## src/nco_pkg.sv

```systemverilog
`default_nettype none

package nco_pkg;

    // Oscillator phase. The top bit is the reference code.
    typedef logic [15:0] phase_t;

    // Phase step added on every clock.
    typedef logic [15:0] freq_word_t;

    // Quarter turn, used as the reset phase of the Q oscillator.
    localparam phase_t QUAD_OFFSET = 16'h4000;

endpackage

`default_nettype wire

```

## src/track_pkg.sv

```systemverilog
`default_nettype none

package track_pkg;

    // Signed correlation result of one window.
    typedef logic signed [7:0] corr_t;

    // Number of consecutive windows with the same sign.
    typedef logic [7:0] run_t;

    // Averaged run length.
    typedef logic [7:0] est_t;

    localparam corr_t CORR_MAX = 8'sd127;
    localparam corr_t CORR_MIN = -8'sd128;
    localparam run_t RUN_MAX = 8'd255;

    typedef struct packed {
        corr_t i;
        corr_t q;
    } corr_pair_t;

    typedef enum logic {
        ST_CLEAR,
        ST_INTEGRATE
    } dump_state_t;

endpackage

`default_nettype wire
```

## src/correlator.sv

```systemverilog
`timescale 1ns/100ps
`default_nettype none

module correlator (
    input  wire                clk,
    input  wire                rst_in,
    input  wire                i_sig,
    input  wire                i_code,
    input  wire                i_dump,
    output track_pkg::corr_t   o_value,
    output logic               o_valid
);

    track_pkg::corr_t acc;
    track_pkg::corr_t acc_next;

    // Match counts up and mismatch counts down, both clamped to the corr_t range.
    always_comb begin
        acc_next = acc;
        if (i_sig == i_code) begin
            if (acc != track_pkg::CORR_MAX) begin
                acc_next = acc + 8'sd1;
            end
        end else if (acc != track_pkg::CORR_MIN) begin
            acc_next = acc - 8'sd1;
        end
    end

    always_ff @(posedge clk) begin
        if (rst_in) begin
            acc     <= '0;
            o_value <= '0;
            o_valid <= 1'b0;
        end else if (i_dump) begin
            o_value <= acc_next; // Last sample of the window is included.
            o_valid <= 1'b1;
            acc     <= '0;
        end else begin
            acc     <= acc_next;
            o_valid <= 1'b0;
        end
    end

endmodule

`default_nettype wire

```

## src/dump_ctl.sv

```systemverilog
`timescale 1ns/100ps
`default_nettype none

module dump_ctl #(
    parameter int WINDOW = 64
) (
    input  wire  clk,
    input  wire  rst_in,
    output logic o_dump
);

    localparam logic [7:0] LAST = 8'(WINDOW - 1);

    track_pkg::dump_state_t state;
    logic [7:0]             cnt;

    always_ff @(posedge clk) begin
        if (rst_in) begin
            state <= track_pkg::ST_CLEAR;
            cnt   <= '0;
        end else begin
            case (state)
                track_pkg::ST_CLEAR: begin
                    state <= track_pkg::ST_INTEGRATE; // One idle clock before the first window.
                    cnt   <= '0;
                end
                track_pkg::ST_INTEGRATE: begin
                    if (cnt == LAST) begin
                        cnt <= '0;
                    end else begin
                        cnt <= cnt + 8'd1;
                    end
                end
                default: begin
                    state <= track_pkg::ST_CLEAR;
                    cnt   <= '0;
                end
            endcase
        end
    end

    // Strobe on the final clock of each window.
    assign o_dump = (state == track_pkg::ST_INTEGRATE) && (cnt == LAST);

endmodule

`default_nettype wire

```

## src/nco.sv

```systemverilog
`timescale 1ns/100ps
`default_nettype none

module nco #(
    parameter nco_pkg::phase_t INIT_PHASE = '0
) (
    input  wire                 clk,
    input  wire                 rst_in,
    input  nco_pkg::freq_word_t i_freq,
    output logic                o_code
);

    localparam int MSB = $bits(nco_pkg::phase_t) - 1;

    nco_pkg::phase_t phase;

    always_ff @(posedge clk) begin
        if (rst_in) begin
            phase <= INIT_PHASE;
        end else begin
            phase <= phase + i_freq; // Wraps once per output period.
        end
    end

    // The code is taken from the phase before this cycle's step.
    assign o_code = phase[MSB];

endmodule

`default_nettype wire

```

## src/quad_tracker_top.sv

```systemverilog
`timescale 1ns/100ps
`default_nettype none

module quad_tracker_top #(
    parameter int WINDOW   = 64,
    parameter int EST_LOG2 = 12
) (
    input  wire                    clk,
    input  wire                    rst_in,
    input  wire                    i_sig,
    input  nco_pkg::freq_word_t    i_freq,
    output track_pkg::corr_pair_t  o_corr,
    output logic                   o_corr_valid,
    output track_pkg::est_t        o_est,
    output logic                   o_est_valid
);

    logic code_i;
    logic code_q;
    logic dump_stb;

    nco #(.INIT_PHASE('0)) u_nco_i (
        .clk    (clk),
        .rst_in (rst_in),
        .i_freq (i_freq),
        .o_code (code_i)
    );

    // Q reference leads I by a quarter turn.
    nco #(.INIT_PHASE(nco_pkg::QUAD_OFFSET)) u_nco_q (
        .clk    (clk),
        .rst_in (rst_in),
        .i_freq (i_freq),
        .o_code (code_q)
    );

    correlator u_corr_i (
        .clk     (clk),
        .rst_in  (rst_in),
        .i_sig   (i_sig),
        .i_code  (code_i),
        .i_dump  (dump_stb),
        .o_value (o_corr.i),
        .o_valid (o_corr_valid)
    );

    // Shares the dump strobe, so its valid matches the I correlator.
    correlator u_corr_q (
        .clk     (clk),
        .rst_in  (rst_in),
        .i_sig   (i_sig),
        .i_code  (code_q),
        .i_dump  (dump_stb),
        .o_value (o_corr.q),
        .o_valid ()
    );

    dump_ctl #(.WINDOW(WINDOW)) u_dump_ctl (
        .clk    (clk),
        .rst_in (rst_in),
        .o_dump (dump_stb)
    );

    run_length_estimator #(.EST_LOG2(EST_LOG2)) u_estimator (
        .clk     (clk),
        .rst_in  (rst_in),
        .i_corr  (o_corr),
        .i_valid (o_corr_valid),
        .o_est   (o_est),
        .o_valid (o_est_valid)
    );

endmodule

`default_nettype wire

```

## src/run_length_estimator.sv

```systemverilog
`timescale 1ns/100ps
`default_nettype none

module run_length_estimator #(
    parameter int EST_LOG2 = 12
) (
    input  wire                    clk,
    input  wire                    rst_in,
    input  track_pkg::corr_pair_t  i_corr,
    input  wire                    i_valid,
    output track_pkg::est_t        o_est,
    output logic                   o_valid
);

    localparam int ACC_W = 8 + EST_LOG2;
    localparam logic [EST_LOG2:0] TURNS_PER_EST = {1'b1, {EST_LOG2{1'b0}}};

    logic               sign_i_new;
    logic               sign_q_new;
    logic               sign_i_prev;
    logic               sign_q_prev;
    logic               pend;
    logic               turn_q;
    logic               i_changed;
    logic               q_changed;
    track_pkg::run_t    run_i;
    track_pkg::run_t    run_q;
    logic [ACC_W-1:0]   sum;
    logic [EST_LOG2:0]  turns;

    assign i_changed = sign_i_new != sign_i_prev;
    assign q_changed = sign_q_new != sign_q_prev;

    always_ff @(posedge clk) begin
        if (rst_in) begin
            sign_i_new  <= 1'b0;
            sign_q_new  <= 1'b0;
            sign_i_prev <= 1'b0;
            sign_q_prev <= 1'b0;
            pend        <= 1'b0;
            run_i       <= '0;
            run_q       <= '0;
        end else begin
            pend <= i_valid;
            if (i_valid) begin
                sign_i_new <= i_corr.i[7];
                sign_q_new <= i_corr.q[7];
            end
            if (pend) begin
                sign_i_prev <= sign_i_new;
                sign_q_prev <= sign_q_new;
                if (i_changed) begin
                    run_i <= 8'd1;
                end else if (run_i != track_pkg::RUN_MAX) begin
                    run_i <= run_i + 8'd1;
                end
                if (q_changed) begin
                    run_q <= 8'd1;
                end else if (run_q != track_pkg::RUN_MAX) begin
                    run_q <= run_q + 8'd1;
                end
            end
        end
    end

    // Runs are summed in alternating I and Q turns; only I turns are counted.
    always_ff @(posedge clk) begin
        if (rst_in) begin
            turn_q  <= 1'b0;
            sum     <= '0;
            turns   <= '0;
            o_est   <= '0;
            o_valid <= 1'b0;
        end else if (turns == TURNS_PER_EST) begin
            o_est   <= sum[EST_LOG2 +: 8];
            o_valid <= 1'b1;
            sum     <= '0;
            turns   <= '0;
        end else begin
            o_valid <= 1'b0;
            if (pend) begin
                if (q_changed && turn_q) begin
                    sum    <= sum + ACC_W'(run_q);
                    turn_q <= 1'b0;
                end else if (i_changed && !turn_q) begin
                    sum    <= sum + ACC_W'(run_i);
                    turn_q <= 1'b1;
                    turns  <= turns + 1'b1;
                end
            end
        end
    end

endmodule

`default_nettype wire

```

## config.mk

```make
export PLATFORM = sky130hd
export DESIGN_NAME = quad_tracker_top
export DESIGN_NICKNAME = d
export VERILOG_FILES = /design/src/nco_pkg.sv /design/src/track_pkg.sv /design/src/correlator.sv /design/src/dump_ctl.sv /design/src/nco.sv /design/src/quad_tracker_top.sv /design/src/run_length_estimator.sv
export SDC_FILE = /design/constraint.sdc
export NUM_CORES = 1
export LEC_CHECK = 0
export BUFFER_PORTS_ARGS = -buffer_cell sky130_fd_sc_hd__clkbuf_2
export CORE_MARGIN = 1
export CORE_UTILIZATION = 45
export DETAILED_ROUTE_END_ITERATION = 7
export GPL_TIMING_DRIVEN = 0
export PLACE_DENSITY = 0.58
export RECOVER_POWER = 50
export SYNTH_ARGS = -nofsm -noshare
export SYNTH_HDL_FRONTEND = slang
export SYNTH_HIERARCHICAL = 1
export SYNTH_SLANG_ARGS = --single-unit
```

## constraint.sdc

```tcl
create_clock -name clk -period 7.1 [get_ports clk]
set_clock_uncertainty 0.2 [all_clocks]
set_input_delay 0 -clock clk [delete_from_list [all_inputs] [get_ports clk]]
set_output_delay 0 -clock clk [all_outputs]
set_load 0.005 [all_outputs]
```

# Word level (Yosys, flattened, before mapping)
# Index checks and enable logic that the tools add are counted.
# word_totals
ff_bits,138
latch_bits,0
mem_bits_rw,0
romBits,0
in_bits,19
output_inout_bits,26
elab_cells,81
mem_count,0
# classes
add_sub_neg,12
multipliers,0
div_mod_pow,0
order_cmp,0
eq_ne,12
shift,0
muxes,19
bitwise_logic,3
n_reduce_logical,14
# ops
cell,count
2-to-1 mux 8 bit,11
inequality test 8 bit (second input constant),6
adder 20 x 8 -> 20 bit,2
2-to-1 mux 20 bit,2
adder 16 bit,2
adder 8 x 1 -> 8 bit (second input constant),3
adder 8 x 2 -> 8 bit (second input constant),2
case mux 8 bit (2 select lines),1
subtractor 8 x 2 -> 8 bit (second input constant),2
adder 13 x 1 -> 13 bit (second input constant),1
equality test 13 bit (second input constant),1
equality test 8 x 6 -> 1 bit (second input constant),1
AND reduction 2 bit,3
AND reduction 3 bit,2
nonzero test 2 bit,3
2-to-1 mux 1 bit,5
OR reduction 2 bit,2
logical AND 1 bit,3
inverter 1 bit,3
equality test 1 bit,2
inequality test 1 bit,2
logical NOT 1 bit,1

# Logic depth before layout (Yosys ltp)
# Gate-level depths: netlist of run 1.
# logic_depth
depth_word,4
depth_mapped,11
ltp_nobuf,10

# Modules after synthesis
# The synthesis of run 1 kept the hierarchy.
# by_module_without_submodules
module,n_inst,cells_each,area_per_inst_um2,seq_area_each_um2
run_length_estimator,1,373,3204.3,1281.2
correlator,2,110,953.4,340.3
nco at u_nco_i,1,139,1204.9,320.3
nco at u_nco_q,1,129,1177.4,320.3
dump_ctl,1,40,369.1,180.2

# Least setup slack after synthesis of run 1
# No wires, ideal clock.
# synth_path
path_kind,flip-flop to flip-flop
start,register u_estimator.sign_q_new
end,register u_estimator.sum[11]
setup_time_ns,0.122
t_arrival_ns,2.697
t_required_ns,6.778
path_slack_ns,4.081
stages_incl_launch_ff,11
n_path_buf,1
period_less_slack_ns,3.019
cell_sequence,dfxtp_1 xor2_1 nand2_1 mux2_2 ha_1 a21o_1 a31o_2 o2111ai_1 clkbuf_1 a2111o_1 o21ai_0
# synth_between
elab_chain_len,4
elab_cells_between_ends,5
classes_between,1 x eq/ne; 1 x mux; 3 x reduce/logical
# synth_rtl
element,line,source
"start, declared",run_length_estimator.sv:19,logic sign_q_new;
"start signal, assigned",run_length_estimator.sv:47,sign_q_new <= i_corr.q[7];
inequality test 1 bit (*),run_length_estimator.sv:32,assign q_changed = sign_q_new != sign_q_prev;
logical AND 1 bit (*),run_length_estimator.sv:82,if (q_changed && turn_q) begin
nonzero test 2 bit (no source line),--,
AND reduction 2 bit (no source line),--,
"end signal, assigned",run_length_estimator.sv:83,sum <= sum + ACC_W'(run_q);
"end signal, assigned",run_length_estimator.sv:86,sum <= sum + ACC_W'(run_i);
"end, declared",run_length_estimator.sv:28,logic [ACC_W-1:0] sum;
# Mark *: on every way between the ends. The rest lies on a longest branch, timed or not.
# A chain may end at the register's enable or synchronous reset.

# Worst setup path after layout of run 1
# Same ends and word-level chain as after synthesis.

==> results of run 1 <==
[layout make-up]
class                           count  area (sq um)
Fill cell                        1623          7724
Multi-Input combinational cell    711          4827
Sequential cell                   138          2763
Clock buffer                       19         452.9
Timing Repair Buffer               62         391.6
Tap cell                          220         275.3
Clock inverter                     12         171.4
Buffer                             31         138.9
Inverter                           20         75.07
[sequential cells by signal, indices dropped and copies added (netlist names)]
signal,cells
u_estimator/pend,1
u_estimator/sign_q_prev,1
u_estimator/sum,20
u_dump_ctl/cnt,8
u_estimator/turn_q,1
u_nco_i/phase,16
u_corr_q/o_value,8
u_corr_i/o_valid,1
u_estimator/o_est,8
u_corr_i/o_value,8
u_dump_ctl/state,1
u_estimator/run_i,8
u_estimator/sign_q_new,1
u_estimator/turns,13
u_corr_q/acc,8
u_estimator/o_valid,1
u_estimator/run_q,8
u_estimator/sign_i_new,1
u_estimator/sign_i_prev,1
u_corr_i/acc,8
u_nco_q/phase,16
[routing by layer]
metal / up-vias / track usage / part of all wire
met5: - / 0 / 0
met3: 15 / 0.03968 / 0.026
met1: 3077 / 0.2841 / 0.51
li1: 3487 / - / -
met4: 0 / 0.06180 / 0.010
met2: 77 / 0.3322 / 0.45
[worst min-delay path: cells and delay by family]
| family | cells | cell delay [ps] |
|---|---|---|
| simple gates | 1 | 60 |
| fa+ha+maj | 1 | 230 |
| buf+inv | 1 | 120 |
| compound gates | 2 | 260 |
[power by group]
| part | switching [W] | internal [W] | total [W] | leakage (nW) |
|---|---|---|---|---|
| sequential | 0.0000743 | 0.000885 | 0.000959 | 1.12 |
| combinational | 0.000585 | 0.000466 | 0.00105 | 2.23 |
| clock | 0.000342 | 0.000603 | 0.000945 | 0.301 |
| total | 0.00100 | 0.00195 | 0.00296 | 3.65 |
[metrics by stage]
step,total power [W],hold WS (ps)
after floorplan,0.001795,-127.2
after global placement,0.002000,159.5
after detailed placement,0.001997,174.5
after CTS,0.002977,72.56
after global routing,0.003147,119.4
final,0.002955,93.78
[timing repair]
item	CTS	global route
hold buffers	18	0
gates resized for setup	0	0
endpoints found under the hold margin	32	0
[worst min-delay path by stage]
stage	slack (ps)	endpoint	cells past startpoint
detailed placement	170	u_nco_i/phase[0]	3
floorplan	-130	u_corr_i/o_value[2]	1
CTS	70	u_nco_q/phase[11]	4
global route	120	u_nco_i/phase[13]	5
global placement	160	u_nco_q/phase[0]	3
finish	90	u_nco_i/phase[13]	5
==> impl_metrics.toml, run 1 <==
[outcome]
status = "finished, violations left"
violations = "max-capacitance violations, max-slew violations"

[clocking]
clk_pin_slew_worst_paths_ps = 60
htreeDepth = 4
cts_sinks = 138
cts_tree = "built"
postCtsSetupRepairBufs = 0
clkLatencyLatePin_ps = 420
cts_buffers = 17
cts_root_buf = "clkbuf_16"
ctsLongestPathBuffers = 2

[route]
avgViaCountPerCell = 5.487
drt-total-wl_mm = 17.85
antenna_left = 0
wire_per_inst_um = 14.72
drt_iter0_markers = 332
drt_pass1_iterations = 5
drc = 0
via_count = 6656

[setup_path]
required_ps = 7200
cp_top_family = "compound AO/OA/AOI/OAI gates"
crit_path_end_kind = "register"
arrival_ps = 3550
crit_type = "register to register"
worst_setup_path_start_kind = "register"
r2r_slack_ps = 3650
cpMaxStageDelayCell = "dfxtp_1"
r2r-end = "u_estimator/sum[11]"
crit_path_max_fanout = 10
rr_worst_depth = 10
cp-startpoint = "u_estimator/sign_q_new"
crit_chain = "xor2_1 -> nand2_1 -> mux2_2 -> ha_1 -> a21o_1 -> a31o_2 -> o2111ai_1 -> clkbuf_1 -> a2111o_1 -> o21ai_0"
cp_num_buf_inv = 1
cp.depth = 10
endpoint = "u_estimator/sum[11]"
r2r-start = "u_estimator/sign_q_new"
cp_slowest_stage_delay_ps = 390

[timing]
hold_viol_final = 0
tns_ps = 0
rsz0062_at_grt = "no"
slew_violations = 22
timing.final.crit_share = 0.4865
setup_viol = 0
fin_crit_ps = 3454
setup_ws_ps = 3646
worst_pin_slew_ps = 1562
fmax_mhz = 289.5
slew_headroom = -0.05469

[floorplanning]
fp.dieW_um = 134.0
die_h_um = 134.0
coreArea_sq_um = 16820
start_util = 0.4663
placementRows = 47
dieArea_sq_um = 17960
io_pins = 45

[cells_and_area]
finalInstanceArea_sq_um = 9095
drive_gt1_frac = 0.1128
stdcell_count = 1213
nets = 1052
final_common_cell = "dfxtp_1"
most-common-layout-cells = "138 x dfxtp_1, 99 x nor2_1, 66 x nand2_1, 60 x a21oi_1, 49 x ha_1"
finish.utilization = 0.5408
area_growth_syn_to_layout_pct = 15.97
diodes = 0

[min_path]
hp-start = "i_freq[11]"
hp-class = "input pin to register"

[place]
dp.cells = 1164
placed_area_sq_um = 8338
place_congestion = 0.8649
portBuffers = 44
dpl.hpwl_mm = 12.86
dpl_worst_slack_ps = 3611

[global_route]
antenna_found_initial = 0
grt_pass1_vias = 6204
gr-usage-all-layers = 0.2080
gr-total-overflow = 0
grt_pass1_wl_mm = 30.21
grt_max_degree = 26

[yosys]
syn_area_per_cell_sq_um = 8.714
synthesis.area_sq_um = 7843
synthCells = 900
syn_nets = 971
yosysWarnings = 6

[pwr]
leakagePower_nw = 3.653
max-vdd-ir-drop_uv = 176.7
power_density_nw_per_um2 = 324.9

[flow_run]
drv_cap = 2
(Power assumes the default switching activity.)
==> run 2: changes to the inputs <==
Clock period 7.1 ns to 3.2 ns, I/O delays scaled along.
==> run 2 against run 1 <==
  * The run still ends with max-capacitance violations, max-slew violations left
  * Hold slack gained 3.4 ps
  * Design area grew 0.37%
  * Core utilization grew 0.20 points
  * Sequential power grew 120%
  * Non-clock buffer count grew 1
  * Setup slack lost 3400 ps
==> impl_metrics.toml, run 2 (synthesis gave the netlist of run 1 again) <==
[outcome]
status = "finished, violations left"
violations = "max-capacitance violations, max-slew violations"

[flow_run]
drv_cap = 2

[cells_and_area]
final_common_cell = "dfxtp_1"
drive_gt1_frac = 0.1187
finalInstanceArea_sq_um = 9129
largest_register_ffs = 20
nets = 1053
area_growth_syn_to_layout_pct = 16.40
most-common-layout-cells = "138 x dfxtp_1, 99 x nor2_1, 65 x nand2_1, 60 x a21oi_1, 49 x ha_1"
diodes = 0
top_regs = "u_estimator/sum: 20 flops, u_nco_i/phase: 16 flops, u_nco_q/phase: 16 flops"
top_register = "u_estimator/sum"

[route]
drc = 0
drt_iter0_markers = 341
antenna_left = 0
drt-total-wl_mm = 17.85
drt_pass1_iterations = 4
wire_per_inst_um = 14.71
avgViaCountPerCell = 5.500
via_count = 6677

[setup_path]
crit_path_end_kind = "register"
crit_type = "register to register"
worst_setup_path_start_kind = "register"
crit_chain = "xor2_2 -> nand2_4 -> mux2_2 -> ha_1 -> a21o_1 -> a31o_2 -> o2111ai_1 -> buf_4 -> a2111o_1 -> o21ai_0"
crit_path_max_fanout = 10
required_ps = 3300
cpMaxStageDelayCell = "dfxtp_1"
arrival_ps = 3100
r2r-start = "u_estimator/sign_q_new"
cp_slowest_stage_delay_ps = 420
rr_worst_depth = 10
r2r_slack_ps = 200
r2r-end = "u_estimator/sum[11]"

[min_path]
holdPathStages = 5
hp-start = "i_freq[11]"
hp-class = "input pin to register"
holdPathEnd = "u_nco_i/phase[13]"

[global_route]
grt_max_degree = 26
gr-total-overflow = 0
gr-usage-all-layers = 0.2080
antenna_found_initial = 0
grt_pass1_wl_mm = 30.19
grt_pass1_vias = 6202

[clocking]
htreeDepth = 4
ctsLongestPathBuffers = 2
cts_sinks = 138
cts_buffers = 17
clkLatencyLatePin_ps = 420
cts_tree = "built"
cts_root_buf = "clkbuf_16"
clk_pin_slew_worst_paths_ps = 60

[timing]
fin_crit_ps = 3003
timing.final.crit_share = 0.9385
rsz0062_at_grt = "no"
slew_headroom = -0.04124
fmax_mhz = 333.0
hold_ws_ps = 97.20
tns_ps = 0
slew_violations = 22
hold_viol_final = 0
worst_pin_slew_ps = 1542
setup_viol = 0

[floorplanning]
die_h_um = 134.0
placementRows = 47
fp.dieW_um = 134.0
dieArea_sq_um = 17960
start_util = 0.4663
coreArea_sq_um = 16820
io_pins = 45

[place]
portBuffers = 44
dpl.hpwl_mm = 12.86
place_congestion = 0.8649
placed_area_sq_um = 8338

[pwr]
max-vdd-ir-drop_uv = 391.7
leakagePower_nw = 3.683
power_density_nw_per_um2 = 718.2
==> run 2: cell count changes in the layout (fill, tap and decap cells not counted), sizes merged <==
cell,previous run,this run
buf,10,12
clkbuf,84,83
==> run 2: layout make-up <==
| class | count | area [sq um] |
|---|---|---|
| Fill cell | 1623 | 7690 |
| Multi-Input combinational cell | 711 | 4848 |
| Sequential cell | 138 | 2763 |
| Clock buffer | 19 | 452.9 |
| Timing Repair Buffer | 63 | 399.1 |
| Tap cell | 220 | 275.3 |
| Clock inverter | 12 | 171.4 |
| Buffer | 31 | 143.9 |
| Inverter | 20 | 75.07 |
==> run 2: how the worst max path moves through the flow <==
stage,from,slack (ps),end,cells past startpoint
2_1_floorplan,u_estimator/sign_q_new,180,u_estimator/sum[13],10
3_3_place_gp,u_estimator/sign_q_new,-320,u_estimator/sum[15],10
3_5_place_dp,u_estimator/sign_q_new,-290,u_estimator/sum[17],10
4_1_cts,u_estimator/sign_q_new,20,u_estimator/sum[11],10
5_1_grt,u_estimator/sign_q_new,30,u_estimator/sum[18],10
6_report,u_estimator/sign_q_new,200,u_estimator/sum[11],10
==> run 2: timing repair <==
item | 4_1_cts | 5_1_grt
pin swaps | 0 | 1
setup endpoints to repair | 12 | 11
endpoints found under the hold margin | 32 | 0
resized for setup | 4 | 6
buffers inserted | 0 | 1
hold buffers | 18 | 0
==> run 2: per-stage QoR <==
stage                     total power [W]    util  setup WS, ps  instances
after floorplan                  0.003982       -         181.2        900
after global placement           0.004438  0.4958        -315.7       1164
after detailed placement         0.004431  0.4958        -289.3       1164
after CTS                        0.006605  0.5446         15.44       1213
after global routing             0.006981  0.5428         30.16       1214
final                            0.006557  0.5428         196.7       1214
==> run 2: critical path, delay by kind of cell, from the launching register on <==
| family | cells | cell delay, ps |
|---|---|---|
| flops | 1 | 420 |
| buf+inv | 1 | 240 |
| mux | 1 | 320 |
| simple gates | 1 | 140 |
| xor+xnor | 1 | 220 |
| compound gates | 5 | 1020 |
| fa+ha+maj | 1 | 340 |
==> run 2: report_power, final <==
part           leakage [nW]  internal (W)  switching [W]
logic                  2.26       0.00103        0.00130
registers              1.12       0.00196       0.000165
clock network         0.301       0.00134       0.000760
==> run 2: per-layer routing <==
layer	up-vias	GRT usage	wire length, um
li1	3489	-	-
met1	3095	0.2839	9125
met2	81	0.3322	8101
met3	12	0.03968	451
met4	0	0.06180	175
met5	-	0	0
